[src/hw/lcd_cmd_pkg.sv]
package lcd_cmd_pkg;

  // panel command opcodes, a small subset of the DCS command set
  typedef enum logic [7:0] {
    sw_reset     = 8'h01,
    sleep_out    = 8'h11,
    display_on   = 8'h29,
    column_set   = 8'h2A,
    page_set     = 8'h2B,
    memory_write = 8'h2C
  } lcd_opcode_e;

  // level of the dcx line
  // low marks an opcode byte, high marks a parameter or pixel byte
  localparam logic dcx_command = 1'b0;
  localparam logic dcx_data    = 1'b1;

  // sequencer states
  // the first five run once after reset, the rest once per rectangle
  typedef enum logic [3:0] {
    power_wait,
    send_reset,
    reset_wait,
    send_sleep_out,
    send_display_on,
    idle,
    send_window,
    send_ram_write,
    send_pixels
  } seq_state_e;

endpackage

[src/hw/lcd_geom_pkg.sv]
package lcd_geom_pkg;

  // panel size in pixels, portrait orientation
  localparam int screen_width  = 240;
  localparam int screen_height = 320;

  // a coordinate fits in 10 bits
  // so the high byte on the bus only ever carries two bits
  localparam int coord_width = 10;

  // RGB565 colour, sent high byte first
  localparam int colour_width = 16;

  // full screen is 76800 pixels, needs 17 bits
  localparam int pixel_count_width = 17;

  // hwclk cycles per bus tick
  // one write takes three ticks plus one acceptance cycle
  localparam int tick_div = 2;

  // delay before the first command, counted in ticks
  localparam int power_wait_ticks = 30;

  // delay after software reset before sleep-out, in ticks
  localparam int reset_wait_ticks = 36;

endpackage

[src/hw/lcd_tick_gen.sv]
module lcd_tick_gen (
  input  logic hwclk,
  input  logic reset,
  output logic tick
);

  // one bit is enough even when the divider is one
  localparam int cnt_width =
    (lcd_geom_pkg::tick_div > 1) ? $clog2(lcd_geom_pkg::tick_div) : 1;
  localparam logic [cnt_width-1:0] cnt_last = cnt_width'(lcd_geom_pkg::tick_div - 1);

  logic [cnt_width-1:0] cnt;

  // free running divider, tick is registered so it is a clean single pulse
  always_ff @(posedge hwclk, posedge reset) begin
    if (reset) begin
      cnt  <= '0;
      tick <= 1'b0;
    end else if (cnt == cnt_last) begin
      cnt  <= '0;
      tick <= 1'b1;
    end else begin
      cnt  <= cnt + 1'b1;
      tick <= 1'b0;
    end
  end

endmodule

[src/hw/lcd_bus_writer.sv]
module lcd_bus_writer (
  input  logic       hwclk,
  input  logic       reset,
  input  logic       tick,
  input  logic       wr_req,
  input  logic       wr_dcx,
  input  logic [7:0] wr_data,
  output logic       busy,
  output logic       done,
  output logic       csx,
  output logic       dcx,
  output logic       wrx,
  output logic [7:0] data
);

  // phases of one 8080 write cycle
  typedef enum logic [1:0] {
    ph_idle,
    ph_select,
    ph_strobe,
    ph_hold
  } phase_e;

  phase_e phase;

  always_ff @(posedge hwclk, posedge reset) begin
    if (reset) begin
      phase <= ph_idle;
      busy  <= 1'b0;
      done  <= 1'b0;
      csx   <= 1'b1;
      wrx   <= 1'b1;
      dcx   <= lcd_cmd_pkg::dcx_command;
      data  <= 8'h00;
    end else begin
      // done is only ever a single cycle
      done <= 1'b0;
      case (phase)
        ph_idle: begin
          // select the panel and put the byte out right away
          if (wr_req) begin
            csx   <= 1'b0;
            dcx   <= wr_dcx;
            data  <= wr_data;
            busy  <= 1'b1;
            phase <= ph_select;
          end
        end
        ph_select: begin
          // setup time is one tick before the strobe falls
          if (tick) begin
            wrx   <= 1'b0;
            phase <= ph_strobe;
          end
        end
        ph_strobe: begin
          // panel latches dcx and data on this rising edge
          if (tick) begin
            wrx   <= 1'b1;
            phase <= ph_hold;
          end
        end
        ph_hold: begin
          // hold one more tick, then release the chip select
          if (tick) begin
            csx   <= 1'b1;
            busy  <= 1'b0;
            done  <= 1'b1;
            phase <= ph_idle;
          end
        end
        default: phase <= ph_idle;
      endcase
    end
  end

  // the sequencer must wait for done before it asks again
  a_no_req_while_busy: assert property (
    @(posedge hwclk) disable iff (reset) wr_req |-> !busy);

  // dcx and data must not move while the strobe is low
  a_bus_stable_in_strobe: assert property (
    @(posedge hwclk) disable iff (reset) !wrx |-> $stable(data) && $stable(dcx));

endmodule

[src/hw/lcd_pixel_source.sv]
module lcd_pixel_source (
  input  logic                                  hwclk,
  input  logic                                  reset,
  input  logic                                  fill_start,
  input  logic                                  px_next,
  input  logic [lcd_geom_pkg::coord_width-1:0]  fill_x0,
  input  logic [lcd_geom_pkg::coord_width-1:0]  fill_x1,
  input  logic [lcd_geom_pkg::coord_width-1:0]  fill_y0,
  input  logic [lcd_geom_pkg::coord_width-1:0]  fill_y1,
  input  logic [lcd_geom_pkg::colour_width-1:0] fill_colour,
  output logic [7:0]                            px_byte,
  output logic                                  px_last
);

  // spans carry one extra bit so a full-width span does not wrap
  logic [lcd_geom_pkg::coord_width:0]             span_x;
  logic [lcd_geom_pkg::coord_width:0]             span_y;
  logic [2*lcd_geom_pkg::coord_width+1:0]         area;
  logic [lcd_geom_pkg::pixel_count_width-1:0]     remaining;
  logic                                           low_phase;
  logic [lcd_geom_pkg::colour_width-1:0]          colour_q;

  // the sequencer only passes rectangles with x0 <= x1 and y0 <= y1
  always_comb begin
    span_x = {1'b0, fill_x1} - {1'b0, fill_x0} + 1'b1;
    span_y = {1'b0, fill_y1} - {1'b0, fill_y0} + 1'b1;
    area   = span_x * span_y;
  end

  // pixel counter and byte phase
  always_ff @(posedge hwclk, posedge reset) begin
    if (reset) begin
      remaining <= '0;
      low_phase <= 1'b0;
    end else if (fill_start) begin
      remaining <= area[lcd_geom_pkg::pixel_count_width-1:0];
      low_phase <= 1'b0;
    end else if (px_next) begin
      // a pixel is used up once its low byte has gone
      if (low_phase) begin
        remaining <= remaining - 1'b1;
      end
      low_phase <= !low_phase;
    end
  end

  // colour stays fixed for the whole rectangle
  always_ff @(posedge hwclk) begin
    if (fill_start) begin
      colour_q <= fill_colour;
    end
  end

  // high byte first, then low byte
  assign px_byte = low_phase ? colour_q[7:0] : colour_q[lcd_geom_pkg::colour_width-1 -: 8];
  assign px_last = low_phase && (remaining == lcd_geom_pkg::pixel_count_width'(1));

endmodule

[src/hw/lcd_sequencer.sv]
module lcd_sequencer (
  input  logic                                  hwclk,
  input  logic                                  reset,
  input  logic                                  tick,
  input  logic                                  draw,
  input  logic [lcd_geom_pkg::coord_width-1:0]  x0,
  input  logic [lcd_geom_pkg::coord_width-1:0]  x1,
  input  logic [lcd_geom_pkg::coord_width-1:0]  y0,
  input  logic [lcd_geom_pkg::coord_width-1:0]  y1,
  input  logic [lcd_geom_pkg::colour_width-1:0] colour,
  input  logic                                  done,
  input  logic [7:0]                            px_byte,
  input  logic                                  px_last,
  output logic                                  ready,
  output logic                                  wr_req,
  output logic                                  wr_dcx,
  output logic [7:0]                            wr_data,
  output logic                                  fill_start,
  output logic                                  px_next,
  output logic [lcd_geom_pkg::coord_width-1:0]  fill_x0,
  output logic [lcd_geom_pkg::coord_width-1:0]  fill_x1,
  output logic [lcd_geom_pkg::coord_width-1:0]  fill_y0,
  output logic [lcd_geom_pkg::coord_width-1:0]  fill_y1,
  output logic [lcd_geom_pkg::colour_width-1:0] fill_colour
);

  // delay counter sized for the longer of the two waits
  localparam int delay_max = (lcd_geom_pkg::power_wait_ticks > lcd_geom_pkg::reset_wait_ticks) ?
    lcd_geom_pkg::power_wait_ticks : lcd_geom_pkg::reset_wait_ticks;
  localparam int delay_width = $clog2(delay_max + 1);
  localparam logic [delay_width-1:0] power_last =
    delay_width'(lcd_geom_pkg::power_wait_ticks - 1);
  localparam logic [delay_width-1:0] reset_last =
    delay_width'(lcd_geom_pkg::reset_wait_ticks - 1);
  // column cmd, 4 bytes, page cmd, 4 bytes
  localparam logic [3:0] window_last = 4'd9;

  lcd_cmd_pkg::seq_state_e state;
  logic [delay_width-1:0]  delay_cnt;
  logic [3:0]              byte_idx;
  logic                    pending;
  logic                    sending;
  logic                    draw_ok;
  logic                    draw_accept;
  logic                    cur_dcx;
  logic [7:0]              cur_byte;
  logic [15:0]             x0_word;
  logic [15:0]             x1_word;
  logic [15:0]             y0_word;
  logic [15:0]             y1_word;

  // window coordinates go out as 16-bit big-endian values
  assign x0_word = 16'(fill_x0);
  assign x1_word = 16'(fill_x1);
  assign y0_word = 16'(fill_y0);
  assign y1_word = 16'(fill_y1);

  // on screen and not inverted
  assign draw_ok = (x1 < lcd_geom_pkg::screen_width) && (y1 < lcd_geom_pkg::screen_height) &&
                   (x0 <= x1) && (y0 <= y1);
  assign draw_accept = (state == lcd_cmd_pkg::idle) && ready && draw && draw_ok;

  assign sending = state inside {lcd_cmd_pkg::send_reset, lcd_cmd_pkg::send_sleep_out,
                                 lcd_cmd_pkg::send_display_on, lcd_cmd_pkg::send_window,
                                 lcd_cmd_pkg::send_ram_write, lcd_cmd_pkg::send_pixels};

  // pixel source loads and steps on the same edge as done
  // so px_byte is already current when the next request is built
  assign fill_start = (state == lcd_cmd_pkg::send_ram_write) && done;
  assign px_next    = (state == lcd_cmd_pkg::send_pixels) && done;

  // byte for the current state
  always_comb begin
    cur_dcx  = lcd_cmd_pkg::dcx_command;
    cur_byte = 8'h00;
    case (state)
      lcd_cmd_pkg::send_reset:      cur_byte = lcd_cmd_pkg::sw_reset;
      lcd_cmd_pkg::send_sleep_out:  cur_byte = lcd_cmd_pkg::sleep_out;
      lcd_cmd_pkg::send_display_on: cur_byte = lcd_cmd_pkg::display_on;
      lcd_cmd_pkg::send_window: begin
        cur_dcx = lcd_cmd_pkg::dcx_data;
        case (byte_idx)
          4'd0: begin
            cur_dcx  = lcd_cmd_pkg::dcx_command;
            cur_byte = lcd_cmd_pkg::column_set;
          end
          4'd1: cur_byte = x0_word[15:8];
          4'd2: cur_byte = x0_word[7:0];
          4'd3: cur_byte = x1_word[15:8];
          4'd4: cur_byte = x1_word[7:0];
          4'd5: begin
            cur_dcx  = lcd_cmd_pkg::dcx_command;
            cur_byte = lcd_cmd_pkg::page_set;
          end
          4'd6: cur_byte = y0_word[15:8];
          4'd7: cur_byte = y0_word[7:0];
          4'd8: cur_byte = y1_word[15:8];
          default: cur_byte = y1_word[7:0];
        endcase
      end
      lcd_cmd_pkg::send_ram_write:  cur_byte = lcd_cmd_pkg::memory_write;
      lcd_cmd_pkg::send_pixels: begin
        cur_dcx  = lcd_cmd_pkg::dcx_data;
        cur_byte = px_byte;
      end
      default: cur_byte = 8'h00;
    endcase
  end

  // control state
  always_ff @(posedge hwclk, posedge reset) begin
    if (reset) begin
      state     <= lcd_cmd_pkg::power_wait;
      delay_cnt <= '0;
      byte_idx  <= '0;
      pending   <= 1'b0;
      wr_req    <= 1'b0;
      ready     <= 1'b0;
    end else begin
      wr_req <= 1'b0;
      // one request per byte, then wait for the writer to finish it
      if (sending && !pending) begin
        wr_req  <= 1'b1;
        pending <= 1'b1;
      end
      if (done) begin
        pending <= 1'b0;
      end
      case (state)
        lcd_cmd_pkg::power_wait: begin
          if (tick) begin
            if (delay_cnt == power_last) begin
              delay_cnt <= '0;
              state     <= lcd_cmd_pkg::send_reset;
            end else begin
              delay_cnt <= delay_cnt + 1'b1;
            end
          end
        end
        lcd_cmd_pkg::send_reset: begin
          if (done) state <= lcd_cmd_pkg::reset_wait;
        end
        lcd_cmd_pkg::reset_wait: begin
          // panel needs time to come out of its own reset
          if (tick) begin
            if (delay_cnt == reset_last) begin
              delay_cnt <= '0;
              state     <= lcd_cmd_pkg::send_sleep_out;
            end else begin
              delay_cnt <= delay_cnt + 1'b1;
            end
          end
        end
        lcd_cmd_pkg::send_sleep_out: begin
          if (done) state <= lcd_cmd_pkg::send_display_on;
        end
        lcd_cmd_pkg::send_display_on: begin
          if (done) begin
            state <= lcd_cmd_pkg::idle;
            ready <= 1'b1;
          end
        end
        lcd_cmd_pkg::idle: begin
          // rejected draws fall through, ready stays up
          if (draw_accept) begin
            ready    <= 1'b0;
            byte_idx <= '0;
            state    <= lcd_cmd_pkg::send_window;
          end
        end
        lcd_cmd_pkg::send_window: begin
          if (done) begin
            if (byte_idx == window_last) begin
              state <= lcd_cmd_pkg::send_ram_write;
            end else begin
              byte_idx <= byte_idx + 1'b1;
            end
          end
        end
        lcd_cmd_pkg::send_ram_write: begin
          if (done) state <= lcd_cmd_pkg::send_pixels;
        end
        lcd_cmd_pkg::send_pixels: begin
          // px_last still refers to the byte that just finished
          if (done && px_last) begin
            state <= lcd_cmd_pkg::idle;
            ready <= 1'b1;
          end
        end
        default: state <= lcd_cmd_pkg::power_wait;
      endcase
    end
  end

  // request payload and latched rectangle
  always_ff @(posedge hwclk) begin
    if (sending && !pending) begin
      wr_dcx  <= cur_dcx;
      wr_data <= cur_byte;
    end
    if (draw_accept) begin
      fill_x0     <= x0;
      fill_x1     <= x1;
      fill_y0     <= y0;
      fill_y1     <= y1;
      fill_colour <= colour;
    end
  end

  // pixel steps only for a byte that is actually in flight
  a_px_next_in_pixels: assert property (
    @(posedge hwclk) disable iff (reset)
    px_next |-> (state == lcd_cmd_pkg::send_pixels) && pending);

endmodule

[src/hw/lcd_display_top.sv]
module lcd_display_top (
  input  logic                                  hwclk,
  input  logic                                  reset,
  input  logic                                  draw,
  input  logic [lcd_geom_pkg::coord_width-1:0]  x0,
  input  logic [lcd_geom_pkg::coord_width-1:0]  x1,
  input  logic [lcd_geom_pkg::coord_width-1:0]  y0,
  input  logic [lcd_geom_pkg::coord_width-1:0]  y1,
  input  logic [lcd_geom_pkg::colour_width-1:0] colour,
  output logic                                  ready,
  output logic                                  lcd_csx,
  output logic                                  lcd_dcx,
  output logic                                  lcd_wrx,
  output logic [7:0]                            lcd_data
);

  logic                                  tick;
  logic                                  wr_req;
  logic                                  wr_dcx;
  logic [7:0]                            wr_data;
  logic                                  done;
  logic                                  fill_start;
  logic                                  px_next;
  logic [lcd_geom_pkg::coord_width-1:0]  fill_x0;
  logic [lcd_geom_pkg::coord_width-1:0]  fill_x1;
  logic [lcd_geom_pkg::coord_width-1:0]  fill_y0;
  logic [lcd_geom_pkg::coord_width-1:0]  fill_y1;
  logic [lcd_geom_pkg::colour_width-1:0] fill_colour;
  logic [7:0]                            px_byte;
  logic                                  px_last;

  // bus pacing, everything stays on hwclk
  lcd_tick_gen i_tick_gen (.hwclk(hwclk), .reset(reset), .tick(tick));

  lcd_sequencer i_sequencer (
    .hwclk(hwclk), .reset(reset), .tick(tick), .draw(draw),
    .x0(x0), .x1(x1), .y0(y0), .y1(y1), .colour(colour),
    .done(done), .px_byte(px_byte), .px_last(px_last),
    .ready(ready), .wr_req(wr_req), .wr_dcx(wr_dcx), .wr_data(wr_data),
    .fill_start(fill_start), .px_next(px_next),
    .fill_x0(fill_x0), .fill_x1(fill_x1), .fill_y0(fill_y0), .fill_y1(fill_y1),
    .fill_colour(fill_colour)
  );

  lcd_pixel_source i_pixel_source (
    .hwclk(hwclk), .reset(reset), .fill_start(fill_start), .px_next(px_next),
    .fill_x0(fill_x0), .fill_x1(fill_x1), .fill_y0(fill_y0), .fill_y1(fill_y1),
    .fill_colour(fill_colour), .px_byte(px_byte), .px_last(px_last)
  );

  // sequencer paces itself on done, busy is only checked inside the writer
  lcd_bus_writer i_bus_writer (
    .hwclk(hwclk), .reset(reset), .tick(tick),
    .wr_req(wr_req), .wr_dcx(wr_dcx), .wr_data(wr_data),
    .busy(), .done(done),
    .csx(lcd_csx), .dcx(lcd_dcx), .wrx(lcd_wrx), .data(lcd_data)
  );

endmodule

[config.mk]
export PLATFORM = sky130hd
export DESIGN_NAME = lcd_display_top
export DESIGN_NICKNAME = d
export VERILOG_FILES = /design/src/hw/lcd_cmd_pkg.sv /design/src/hw/lcd_geom_pkg.sv /design/src/hw/lcd_tick_gen.sv /design/src/hw/lcd_bus_writer.sv /design/src/hw/lcd_pixel_source.sv /design/src/hw/lcd_sequencer.sv /design/src/hw/lcd_display_top.sv
export SDC_FILE = /design/constraint.sdc
export NUM_CORES = 1
export LEC_CHECK = 0
export ABC_AREA = 1
export BUFFER_PORTS_ARGS = -buffer_cell sky130_fd_sc_hd__buf_2
export CORE_UTILIZATION = 60
export CTS_CLUSTER_SIZE = 10
export DETAILED_ROUTE_END_ITERATION = 6
export PLACE_DENSITY = 0.79
export SLEW_MARGIN = 20
export SYNTH_ARGS = -nofsm -noshare
export SYNTH_HDL_FRONTEND = slang
export SYNTH_SLANG_ARGS = --single-unit
[constraint.sdc]
create_clock -name hwclk -period 12.4 [get_ports hwclk]
set_clock_uncertainty 0.2 [all_clocks]
set_input_delay 1.24 -clock hwclk [delete_from_list [all_inputs] [get_ports hwclk]]
set_output_delay 1.24 -clock hwclk [all_outputs]
set_load 0.02 [all_outputs]
---- Word level (Yosys, flattened, before mapping) ----
Cells that the tools add are included.
word-level totals
  register bits ........................... 132
  latch bits .............................. 0
  RAM bits ................................ 0
  memory bits (read-only) ................. 0
  input port bits ......................... 59
  memories ................................ 0
cells by class
  add/sub/neg operators ................... 8
  multiply operators ...................... 1
  div/mod/pow operators ................... 0
  magnitude comparators ................... 4
  equal/unequal tests ..................... 40
  shift-type cells ........................ 0
  mux-type cells .......................... 53
  bitwise logic cells ..................... 0
  reductions and logical operators ........ 35
operator list
  cell                     count
  $pmux W8 S9              1
  $mux W4                  15
  $mux W17                 3
  $pmux W8 S6              1
  $pmux W4 S9              1
  $eq A4 B3 Y1 const B     8
  $mux W6                  4
  $add A11 B1 Y11 const B  2
  $sub A10 B10 Y11         2
  $le A10 B10 Y1           2
  $ne A2 B2 Y1 const B     9
  $eq A17 B1 Y1 const B    1
  $mul A11 B11 Y17         1
  $sub A17 B1 Y17 const B  1
  $eq A4 B2 Y1 const B     4
  $mux W1                  16
  $ne A2 B1 Y1 const B     8
  $reduce_bool A2 Y1       7
  $eq A4 B4 Y1 const B     3
  $pmux W6 S2              1
  $reduce_and A12 Y1       1
  $reduce_and A4 Y1        3
  $logic_and A1 B1 Y1      11
  $lt A10 B8 Y1 const B    1
  23 further kinds         35

---- Longest topological paths before layout ----
Gate-level depths: netlist of run 1.
  depth after elaboration ................. 7
  gate-level depth with buffers ........... 37
  mapped depth without buffers ............ 37

---- Cells and area by module ----
Synthesis of run 1 repeated with hierarchy kept, for this count alone.
unflattened totals
  cells, all modules ...................... 1395
  area total of the unflattened synthesis .. 11392.2 um^2
modules (own cells, without submodules)
  module            instances  cells each  area an instance (um^2)
  lcd_pixel_source  1          883         6436.2
  lcd_sequencer     1          425         4172.8
  lcd_bus_writer    1          83          725.7
  lcd_tick_gen      1          4           57.6

---- Worst setup path before layout of run 1 ----
No wires, ideal clock.
  path type ............................... register to register
  start point ............................. register i_sequencer.fill_y0[1] (netlist name)
  end point ............................... register i_pixel_source.remaining[15] (netlist name)
  setup time .............................. 0.123 ns
  arrival time ............................ 6.025 ns
  required time ........................... 12.077 ns
  slack ................................... 6.051 ns
  cell stages (with the launch flop) ...... 34
  path buffers ............................ 0
  clock period less this slack ............ 6.349 ns
  cell sequence ........................... edfxtp_1 > ha_1 > inv_1 > ha_1 > inv_1 > fa_1 > nand3b_1 > nand2_1 > nand2_1 > nand3_1 > nand2_1 > inv_1 > nor2_1 > fa_1 > inv_1 > fa_1 > fa_1 > inv_1 > fa_1 > inv_1 > fa_1 > inv_1 > ha_1 > nand2_1 > nor2_1 > nand3_1 > o2111ai_1 > nand2_1 > inv_1 > o21ai_0 > nand2_1 > xor2_1 > o21ai_1 > o21ai_1
between the ends
  longest elaborated chain between the ends .. 4
ends and longest elaborated chain
  item                      RTL line                source
  start: declaration        lcd_sequencer.sv:22     output logic [lcd_geom_pkg::coord_width-1:0] fill_y0,
  start signal: assignment  lcd_sequencer.sv:204    fill_y0 <= y0;
  $sub A10 B10 Y11          lcd_pixel_source.sv:26  span_y = {1'b0, fill_y1} - {1'b0, fill_y0} + 1'b1;
  $add A11 B1 Y11           lcd_pixel_source.sv:26
  $mul A11 B11 Y17          lcd_pixel_source.sv:27  area = span_x * span_y;
  $mux W17                  lcd_pixel_source.sv:35  end else if (fill_start) begin
  end signal: assignment    lcd_pixel_source.sv:36  remaining <= area[lcd_geom_pkg::pixel_count_width-1:0];
  end signal: assignment    lcd_pixel_source.sv:41  remaining <= remaining - 1'b1;
  end: declaration          lcd_pixel_source.sv:19  logic [lcd_geom_pkg::pixel_count_width-1:0] remaining;
No other way between the ends.
A chain may end at the register's enable or synchronous reset.

---- Final worst setup path of run 1 ----
  start point ............................. register i_sequencer.fill_x0[1] (netlist name)
  end point ............................... register i_pixel_source.remaining[16] (netlist name)
between the ends
  longest elaborated chain between the ends .. 4
ends and longest elaborated chain
  item                      RTL line                source
  start: declaration        lcd_sequencer.sv:20     output logic [lcd_geom_pkg::coord_width-1:0] fill_x0,
  start signal: assignment  lcd_sequencer.sv:202    fill_x0 <= x0;
  $sub A10 B10 Y11          lcd_pixel_source.sv:25  span_x = {1'b0, fill_x1} - {1'b0, fill_x0} + 1'b1;
  $add A11 B1 Y11           lcd_pixel_source.sv:25
  $mul A11 B11 Y17          lcd_pixel_source.sv:27
  $mux W17                  lcd_pixel_source.sv:35
No other way between the ends.

==> results of run 1 <==
## power by group through the flow
stage	Sequential, mW	Combinational [mW]	Clock [mW]
finish	0.466	0.0306	0.491
global route	0.466	0.0352	0.515
CTS	0.466	0.0310	0.494
detailed placement	0.475	0.0307	0
global placement	0.475	0.0288	0
floorplan	0.475	0.0143	0
## area by class of cell
class | count | area [um^2] | area share
timing repair buffer | 72 | 365 | 0.0296
multi-input combinational | 854 | 6290 | 0.509
clock inverter | 15 | 155 | 0.0126
sequential | 132 | 3710 | 0.300
clock buffer | 17 | 425 | 0.0344
tap | 229 | 287 | 0.0232
inverter | 299 | 1130 | 0.0915
## state kept, by name, indices dropped and copies added (netlist names), 10 cells and up
register                  flops
i_sequencer.fill_y0          10
i_pixel_source.colour_q      16
i_sequencer.fill_x0          10
i_sequencer.fill_colour      16
i_pixel_source.remaining     17
i_sequencer.fill_x1          10
i_sequencer.fill_y1          10
## metal layers
| metal | track usage | share of wire | routed length, um |
|---|---|---|---|
| met3 | 0.0450 | 0.056 | 1420 |
| met1 | 0.370 | 0.44 | 11100 |
| met5 | 0 | 0 | 0 |
| met4 | 0.132 | 0.037 | 934 |
| met2 | 0.467 | 0.47 | 11900 |
## how the worst min path moves through the flow
stage                           endpoint  slack [ns]                startpoint
2_1_floorplan  i_tick_gen.tick$_DFF_PP0_        0.15  i_tick_gen.cnt$_DFF_PP0_
3_3_place_gp   i_tick_gen.tick$_DFF_PP0_        0.16  i_tick_gen.cnt$_DFF_PP0_
3_5_place_dp   i_tick_gen.tick$_DFF_PP0_        0.16  i_tick_gen.cnt$_DFF_PP0_
4_1_cts        i_tick_gen.tick$_DFF_PP0_        0.18  i_tick_gen.cnt$_DFF_PP0_
5_1_grt        i_tick_gen.tick$_DFF_PP0_        0.19  i_tick_gen.cnt$_DFF_PP0_
6_report       i_tick_gen.tick$_DFF_PP0_        0.18  i_tick_gen.cnt$_DFF_PP0_
## worst register-to-register path, delay by kind of cell, from the launching register on
kind	cells	cell delay [ns]
flip-flops	1	0.41
AND/OR/NAND/NOR	13	1.12
AO/OA/AOI/OAI	3	0.59
buffers and inverters	8	0.69
adder cells (fa/ha/maj)	9	3.82
## cells in the final DEF (no fill, tap or decap), drive strengths merged, types with 3 or more instances in the layout
cell type,count
xnor2,6
o22ai,6
a21oi,48
dfrtp,49
nor4,4
o21bai,3
clkbuf,17
nor2,142
a31oi,5
fa,74
o21a,3
mux2,9
o2111ai,3
edfxtp,81
nand3,55
o221ai,5
nand4,13
o211ai,7
nor3,14
ha,109
buf,72
o21ai,51
or2,3
a221oi,5
xor2,12
o311ai,6
inv,306
nand2,254
clkinv,7
nand3b,3
## stage by stage
stage	std cells	instance area (um^2)
CTS	1618	12400
finish	1618	12400
detailed placement	1586	11800
global route	1618	12400
global placement	1586	11800
floorplan	1293	11200
## cell families after synthesis
group,share of synthesized area
compound gates,0.0878
mux,0.00907
fa+ha+maj,0.255
simple gates,0.196
flops,0.332
buf+inv,0.105
xor+xnor,0.0155
==> impl_metrics.toml, run 1 <==
[synth]
synth_top_area_share = 0.218
synth_edf_count = 81
synthFlopType = "edfxtp_1"
syn_inst = 1293
yosysMostFrequentCell = "inv_1"
yosysUniqueCellTypes = 62
post_synth.cell_area_avg_um2 = 8.64
ys_seq_elements = 132
netlist_top_cells_count = "inv_1 (281), nand2_1 (233), nor2_1 (133)"
syn_area_um2 = 11200
synth_nets = 1535
yosysWarnings = 0
synth_async_sr_flop_share = 0.386
yosysTopAreaCell = "edfxtp_1"
ys_seq_area_frac = 0.332
ys_top_cells_by_area = "edfxtp_1 (22%), fa_1 (13%), ha_1 (12%)"

[cts]
cts-resized-gates = 0
root_buffer = "clkbuf_16"
cts_setup_buffers = 0
cts_htree_levels = 4
cts_buffers = 17
clkSlewWorstSetupHoldPaths_ns = 0.07
cts_hold_buf = 0
clk_latency_ns = 0.43
clock_path_buffers = 2
cts_num_sinks = 132
cts_tree = "built"

[timing]
rsz0062_at_grt = "false"
clock.fmax_mhz = 144
setup_violations = 0
final.setup.tns_ns = 0
holdWs_ns = 0.176
final-hold-violation-count = 0
setup_ws_ns = 5.46
maxSlewViolCount = 0
max-slew-margin-rel = 0.314
timing.final.crit_share = 0.559
tightest_slew_ns = 1.02
min_period_ns = 6.94

[power_and_ir_drop]
clkPwrFrac = 0.497
switching_power_mw = 0.240
p_int_mw = 0.748
finalPower_mw = 0.988
p_leak_nw = 6.22
p_comb_frac = 0.031
power_frac_seq = 0.472
p_sw_frac = 0.243
ir_drop_mv = 0.103
power.density_nw_per_um2 = 79.9

[critical_path]
slowest_delay_ns = 0.59
crit_slowest_cell = "fa_1"
critical_path_class = "reg2reg"
path_max_fanout = 7
timing.rr.start = "i_sequencer.fill_x0[1]$_DFFE_PP_"
r2r_slack_ns = 5.46
cp-startpoint = "i_sequencer.fill_x0[1]$_DFFE_PP_"
worstPathArrival_ns = 7.05
worstSetupStartpointType = "flip-flop"
cpLargestDelayFamily = "adder cells"
reg2reg_to = "i_pixel_source.remaining[16]$_DFFE_PP0P_"
cp_num_cells = 33
critPathCapture = "i_pixel_source.remaining[16]$_DFFE_PP0P_"
reg2reg_depth = 33
crit_required_ns = 12.52
end_kind = "flip-flop"
critPathBufInv = 8

[placed_design]
pre_cts_ws_ns = 5.53
numPortBuffers = 70
place.gp.congestion = 0.975
dp_hpwl_mm = 20.3

[routing]
drt_iter0_drc = 687
vias = 8861
wl_per_cell_um = 15.6
dr.pass1.iters = 5
drc_errors = 0
finalWirelength_mm = 25.3
vias_per_cell = 5.48
drt.antenna.violating_nets = 0

[finish]
area_growth_pct = 10.7
fin_nets = 1618
antenna_cells = 0
drive_gt1_frac = 0.140
num-fill-cells = 1415
utilization = 0.684

[global_route]
grt.total_usage = 0.284
antenna_found_initial = 0
grt_max_degree = 57
grt.overflow.total = 0
grt_pass1_vias = 8806
grt_pass1_wl_mm = 42.5

[die]
core_area_um2 = 18100
die_y_um = 138
die_width_um = 138
ioPinCount = 71
start_util = 0.618
dieArea_um2 = 19200
fp-row-count = 49

[min_path]
min_path_type = "reg2reg"
min_path_cells = 0

[outcome]
status = "completed"

[run]
cap_violations = 0
No activity file was read; power rests on OpenSTA's default activity.
==> inputs of run 2 (changes only) <==
CORE_UTILIZATION = 57   (was 60)
clock period = 6.3 ns   (was 12.4 ns; I/O delays follow)
==> run 2 against run 1 <==
  * Core utilization increased by 5.4 points
  * Count of clock-buffer cells in the layout unchanged
  * Critical path depth decreased by 1
  * Combinational power increased by 94%
  * Maximum frequency increased by 8.6%
  * Setup slack got worse by 5.5 ns
  * Clock power increased by 97%
  * First-iteration DRC count increased by 8.6%
  * Non-clock buffer count increased by 134
  * Global-route usage increased by 0.29 points
  * Worst hold slack got worse by 0.00060 ns
  * Sequential share of layout area decreased by 3.5 points
  * The run now ends with setup timing left
==> impl_metrics.toml, run 2 (same netlist as run 1, synthesis figures left out) <==
[placed_design]
dp.cells = 1737
pre_cts_ws_ns = -0.454
numPortBuffers = 70
place.gp.congestion = 0.975
dp_hpwl_mm = 21.5

[critical_path]
worstPathArrival_ns = 6.49
crit_required_ns = 6.40
crit_top_cell = "fa_1"
critical_path_class = "reg2reg"
worstSetupStartpointType = "flip-flop"
slowest_delay_ns = 0.52
r2r_slack_ns = -0.08
path_max_fanout = 3
end_kind = "flip-flop"
crit_slowest_cell = "fa_1"

[finish]
area_growth_pct = 25.2
regMostFlops = "i_pixel_source.remaining"
reg_top3 = "i_pixel_source.remaining x17, i_pixel_source.colour_q x16, i_sequencer.fill_colour x16"
layout.cells.most_common = "inv_1"
drive_gt1_frac = 0.291
largest_reg_flops = 17
mostFrequentLayoutCells = "inv_1 (253), nand2_1 (213), buf_4 (128)"
stdcell_count = 1783
fin_nets = 1752
antenna_cells = 0

[die]
fp-row-count = 50
die_y_um = 142
die_width_um = 142
ioPinCount = 71
start_util = 0.589
dieArea_um2 = 20200
core_area_um2 = 19000

[routing]
drc_errors = 0
wl_per_cell_um = 16.0
finalWirelength_mm = 28.4
vias_per_cell = 5.38
dr.pass1.iters = 5
drt.antenna.violating_nets = 0
vias = 9585
drt_iter0_drc = 746

[global_route]
grt_pass1_wl_mm = 44.7
grt_max_degree = 57
antenna_found_initial = 0
grt.total_usage = 0.287
grt_pass1_vias = 9418
grt.overflow.total = 0

[cts]
clock_path_buffers = 2
cts_buffers = 17
clkSlewWorstSetupHoldPaths_ns = 0.07
cts_htree_levels = 4
cts_num_sinks = 132
clk_latency_ns = 0.42
cts_hold_buf = 0
root_buffer = "clkbuf_16"
cts_tree = "built"

[run]
cap_violations = 0

[timing]
timing.final.crit_share = 1.01
final.setup.tns_ns = -0.155
setup_violations = 2
rsz0062_at_grt = "true"
min_period_ns = 6.38
holdWs_ns = 0.175
max-slew-margin-rel = 0.289
final-hold-violation-count = 0
tightest_slew_ns = 1.06
setup_ws_ns = -0.0849
clock.fmax_mhz = 157
maxSlewViolCount = 0

[outcome]
violations = "setup timing"
status = "finished, violations left"

[power_and_ir_drop]
ir_drop_mv = 0.185
p_leak_nw = 6.93
power.density_nw_per_um2 = 139

[min_path]
min_path_type = "in2reg"
-- run 2: cell count changes in the layout (fill, tap and decap cells not counted), moves of 15 or more --
cell,before,now
nor2_1,133,118
inv_2,16,39
ha_4,0,17
ha_1,109,90
inv_1,279,253
buf_4,2,128
nand2_1,233,213
-- run 2: repair_timing --
item | CTS | global route
pin swaps | 37 | 54
setup buffers | 7 | 7
resized for setup | 46 | 98
endpoints found under the setup margin | 8 | 9
-- run 2: final timing paths --
check | start | endpoint | cells past startpoint
setup / recovery | i_sequencer.fill_y0[1]$_DFFE_PP_ | i_pixel_source.remaining[15]$_DFFE_PP0P_ | 32
hold / removal | colour[3] | i_sequencer.fill_colour[3]$_DFFE_PP_ | 1
setup reg to reg | i_sequencer.fill_y0[1]$_DFFE_PP_ | i_pixel_source.remaining[15]$_DFFE_PP0P_ | 32
hold reg to reg | i_tick_gen.cnt$_DFF_PP0_ | i_tick_gen.tick$_DFF_PP0_ | 0
max in group asynchronous | reset | i_sequencer.delay_cnt[3]$_DFFE_PP0P_ | 3
min in group asynchronous | reset | i_pixel_source.remaining[11]$_DFFE_PP0P_ | 3
-- run 2: area by class of cell --
| type | instances | area [um^2] |
|---|---|---|
| multi-input combinational | 854 | 6810 |
| clock inverter | 15 | 153 |
| sequential | 132 | 3710 |
| inverter | 299 | 1140 |
| clock buffer | 17 | 425 |
| fill | 1325 | 4970 |
| tap | 260 | 325 |
| timing repair buffer | 206 | 1420 |
-- run 2: per-layer routing --
metal	routed length, um	share of wire	vias to the layer above	global-route usage
met2	14100	0.50	390	0.502
met5	0	0	-	0
li1	-	-	4573	-
met4	918	0.032	0	0.104
met3	1520	0.054	76	0.0343
met1	11900	0.42	4546	0.365
-- run 2: critical path, delay by kind of cell (launching register included) --
family,cells,cell delay [ns]
adder cells (fa/ha/maj),9,3.50
AND/OR/NAND/NOR,8,0.70
buffers and inverters,9,0.68
AO/OA/AOI/OAI,4,0.48
flip-flops,1,0.40
XOR/XNOR,2,0.31
-- run 2: metrics by stage --
stage	power [mW]	utilization	cell area, um^2
2_1_floorplan	0.963	-	11200
3_5_place_dp	0.994	0.672	12700
3_3_place_gp	0.991	0.672	12700
4_1_cts	1.95	0.715	13600
5_1_grt	1.99	0.738	14000
6_report	1.94	0.738	14000
-- run 2: power by group --
| group | switching, mW | internal [mW] |
|---|---|---|
| Clock | 0.436 | 0.529 |
| Sequential | 0 | 0.917 |
| Combinational | 0.0335 | 0.0259 |
==> inputs of run 3 (changes only) <==
PLACE_DENSITY = 0.86   (was 0.79)
==> run 3 against run 2 <==
  * The run still ends with setup timing left
  * Routed wire length rose by 4.0%
  * Flip-flop and latch count did not move
  * Power up 1.0%
  * Highest routed layer unchanged
  * Global-route usage is 1.2 points higher
  * First-iteration DRC count is 8.8% higher
  * Sequential share of layout area about the same
  * Worst hold slack better by 0.00079 ns
  * Register-to-register slack better by 0.06 ns
  * Cell count grew 0.17%
  * Die area unchanged
  * Count of clock-buffer cells in the layout grew 2
==> impl_metrics.toml, run 3 (same netlist as run 1, synthesis figures left out) <==
[die]
die_y_um = 142
core_area_um2 = 19000
start_util = 0.589
fp-row-count = 50
ioPinCount = 71
die_width_um = 142
dieArea_um2 = 20200

[routing]
drc_errors = 0
drt.antenna.violating_nets = 0
drt_iter0_drc = 812
dr.pass1.iters = 6
vias_per_cell = 5.52
wl_per_cell_um = 16.6
vias = 9852
finalWirelength_mm = 29.6

[critical_path]
path_max_fanout = 4
critical_path_class = "reg2reg"
slowest_delay_ns = 0.56
cpLargestDelayFamily = "adder cells"
timing.rr.start = "i_sequencer.fill_y0[9]$_DFFE_PP_"
cp-startpoint = "i_sequencer.fill_y0[9]$_DFFE_PP_"
worstSetupStartpointType = "flip-flop"
critPathBufInv = 9
worstPathArrival_ns = 6.47
r2r_slack_ns = -0.03
reg2reg_depth = 33
crit_slowest_cell = "fa_1"
end_kind = "flip-flop"
crit_required_ns = 6.44
cp_num_cells = 33
reg2reg_to = "i_pixel_source.remaining[15]$_DFFE_PP0P_"

[global_route]
grt.overflow.total = 0
antenna_found_initial = 0
grt.total_usage = 0.298
grt_pass1_vias = 9689
grt_max_degree = 57
grt_pass1_wl_mm = 46.4

[placed_design]
post_dp_cell_area_um2 = 12700
place.gp.congestion = 0.947
dp.cells = 1736
numPortBuffers = 70
dp_hpwl_mm = 22.3
pre_cts_ws_ns = -0.401

[finish]
layout.cells.most_common = "inv_1"
reg_top3 = "i_pixel_source.remaining x17, i_pixel_source.colour_q x16, i_sequencer.fill_colour x16"
regArea_um2 = 3710
regMostFlops = "i_pixel_source.remaining"
stdcell_count = 1786
largest_reg_flops = 17
mostFrequentLayoutCells = "inv_1 (254), nand2_1 (212), buf_4 (137)"
antenna_cells = 0
design_area_um2 = 14000
num-fill-cells = 1242
fin_nets = 1755
area_growth_pct = 25.1
multi_input_area_um2 = 6820
drive_gt1_frac = 0.291

[timing]
rsz0062_at_grt = "true"
setup_ws_ns = -0.0268
max-slew-margin-rel = 0.324
tightest_slew_ns = 1.01
setup_violations = 1
clock.fmax_mhz = 158
timing.final.crit_share = 1.00
final-hold-violation-count = 0
maxSlewViolCount = 0
min_period_ns = 6.33
final.setup.tns_ns = -0.0268

[power_and_ir_drop]
p_leak_nw = 6.90
finalPower_mw = 1.96
power.density_nw_per_um2 = 140
ir_drop_mv = 0.230

[cts]
cts_hold_buf = 0
clock_path_buffers = 2
cts_tree = "built"
cts_num_sinks = 132
clkSlewWorstSetupHoldPaths_ns = 0.06
root_buffer = "clkbuf_16"
clk_latency_ns = 0.43
cts_buffers = 17
cts_htree_levels = 4

[outcome]
violations = "setup timing"
status = "finished, violations left"

[run]
cap_violations = 0

[min_path]
min_path_type = "in2async"
## run 3: cell count changes in the layout (fill, tap and decap cells not counted), moves of 2 or more
cell	delta
nand3_2	-3
nand2_4	-4
buf_4	+9
nor2_2	+4
ha_1	-2
nor2_4	-3
clkinv_8	-2
buf_6	-5
inv_8	-2
ha_4	+3
nand3_1	+2
nand2_2	+5
## run 3: layout make-up
cell class / count / area share
Multi-Input combinational cell: 854 / 0.488
Sequential cell: 132 / 0.266
Timing Repair Buffer: 209 / 0.101
Inverter: 299 / 0.0814
Clock buffer: 19 / 0.0317
Tap cell: 260 / 0.0233
Clock inverter: 13 / 0.00967
## run 3: through the flow
step	hold slack (ns)	utilization
after floorplan	0.154	-
after detailed placement	0.166	0.671
after global placement	0.161	0.671
after CTS	0.170	0.719
after global routing	0.161	0.737
final	0.176	0.737
## run 3: worst max-delay path by stage
stage	to	slack, ns
final	i_pixel_source.remaining[15]$_DFFE_PP0P_	-0.03
after global routing	i_pixel_source.remaining[15]$_DFFE_PP0P_	-0.25
after detailed placement	i_pixel_source.remaining[15]$_DFFE_PP0P_	-0.40
after CTS	i_pixel_source.remaining[16]$_DFFE_PP0P_	-0.04
after global placement	i_pixel_source.remaining[15]$_DFFE_PP0P_	-0.23
after floorplan	i_pixel_source.remaining[15]$_DFFE_PP0P_	0.007
## run 3: routing by layer
metal / global-route usage / vias to the layer above / share of wire
li1: - / 4587 / -
met1: 0.374 / 4693 / 0.40
met2: 0.526 / 469 / 0.50
met3: 0.0394 / 103 / 0.057
met4: 0.109 / 0 / 0.041
met5: 0 / - / 0
## run 3: what timing repair did
item | CTS | global route
buffers inserted | 12 | 6
gates resized for setup | 62 | 70
pin swaps | 54 | 42
endpoints found under the setup margin | 8 | 9
cloned | 0 | 0
## run 3: worst min-delay path, stage by stage
cell	delay (ns)
buf_2	0.10
inv_2	0.03
buf_4	0.52
## run 3: power by group
part / total [mW] / leakage, nW / switching, mW / internal (mW)
Sequential: 0.917 / 1.38 / 0 / 0.917
Combinational: 0.0611 / 5.23 / 0.0347 / 0.0263
Clock: 0.983 / 0.288 / 0.415 / 0.568
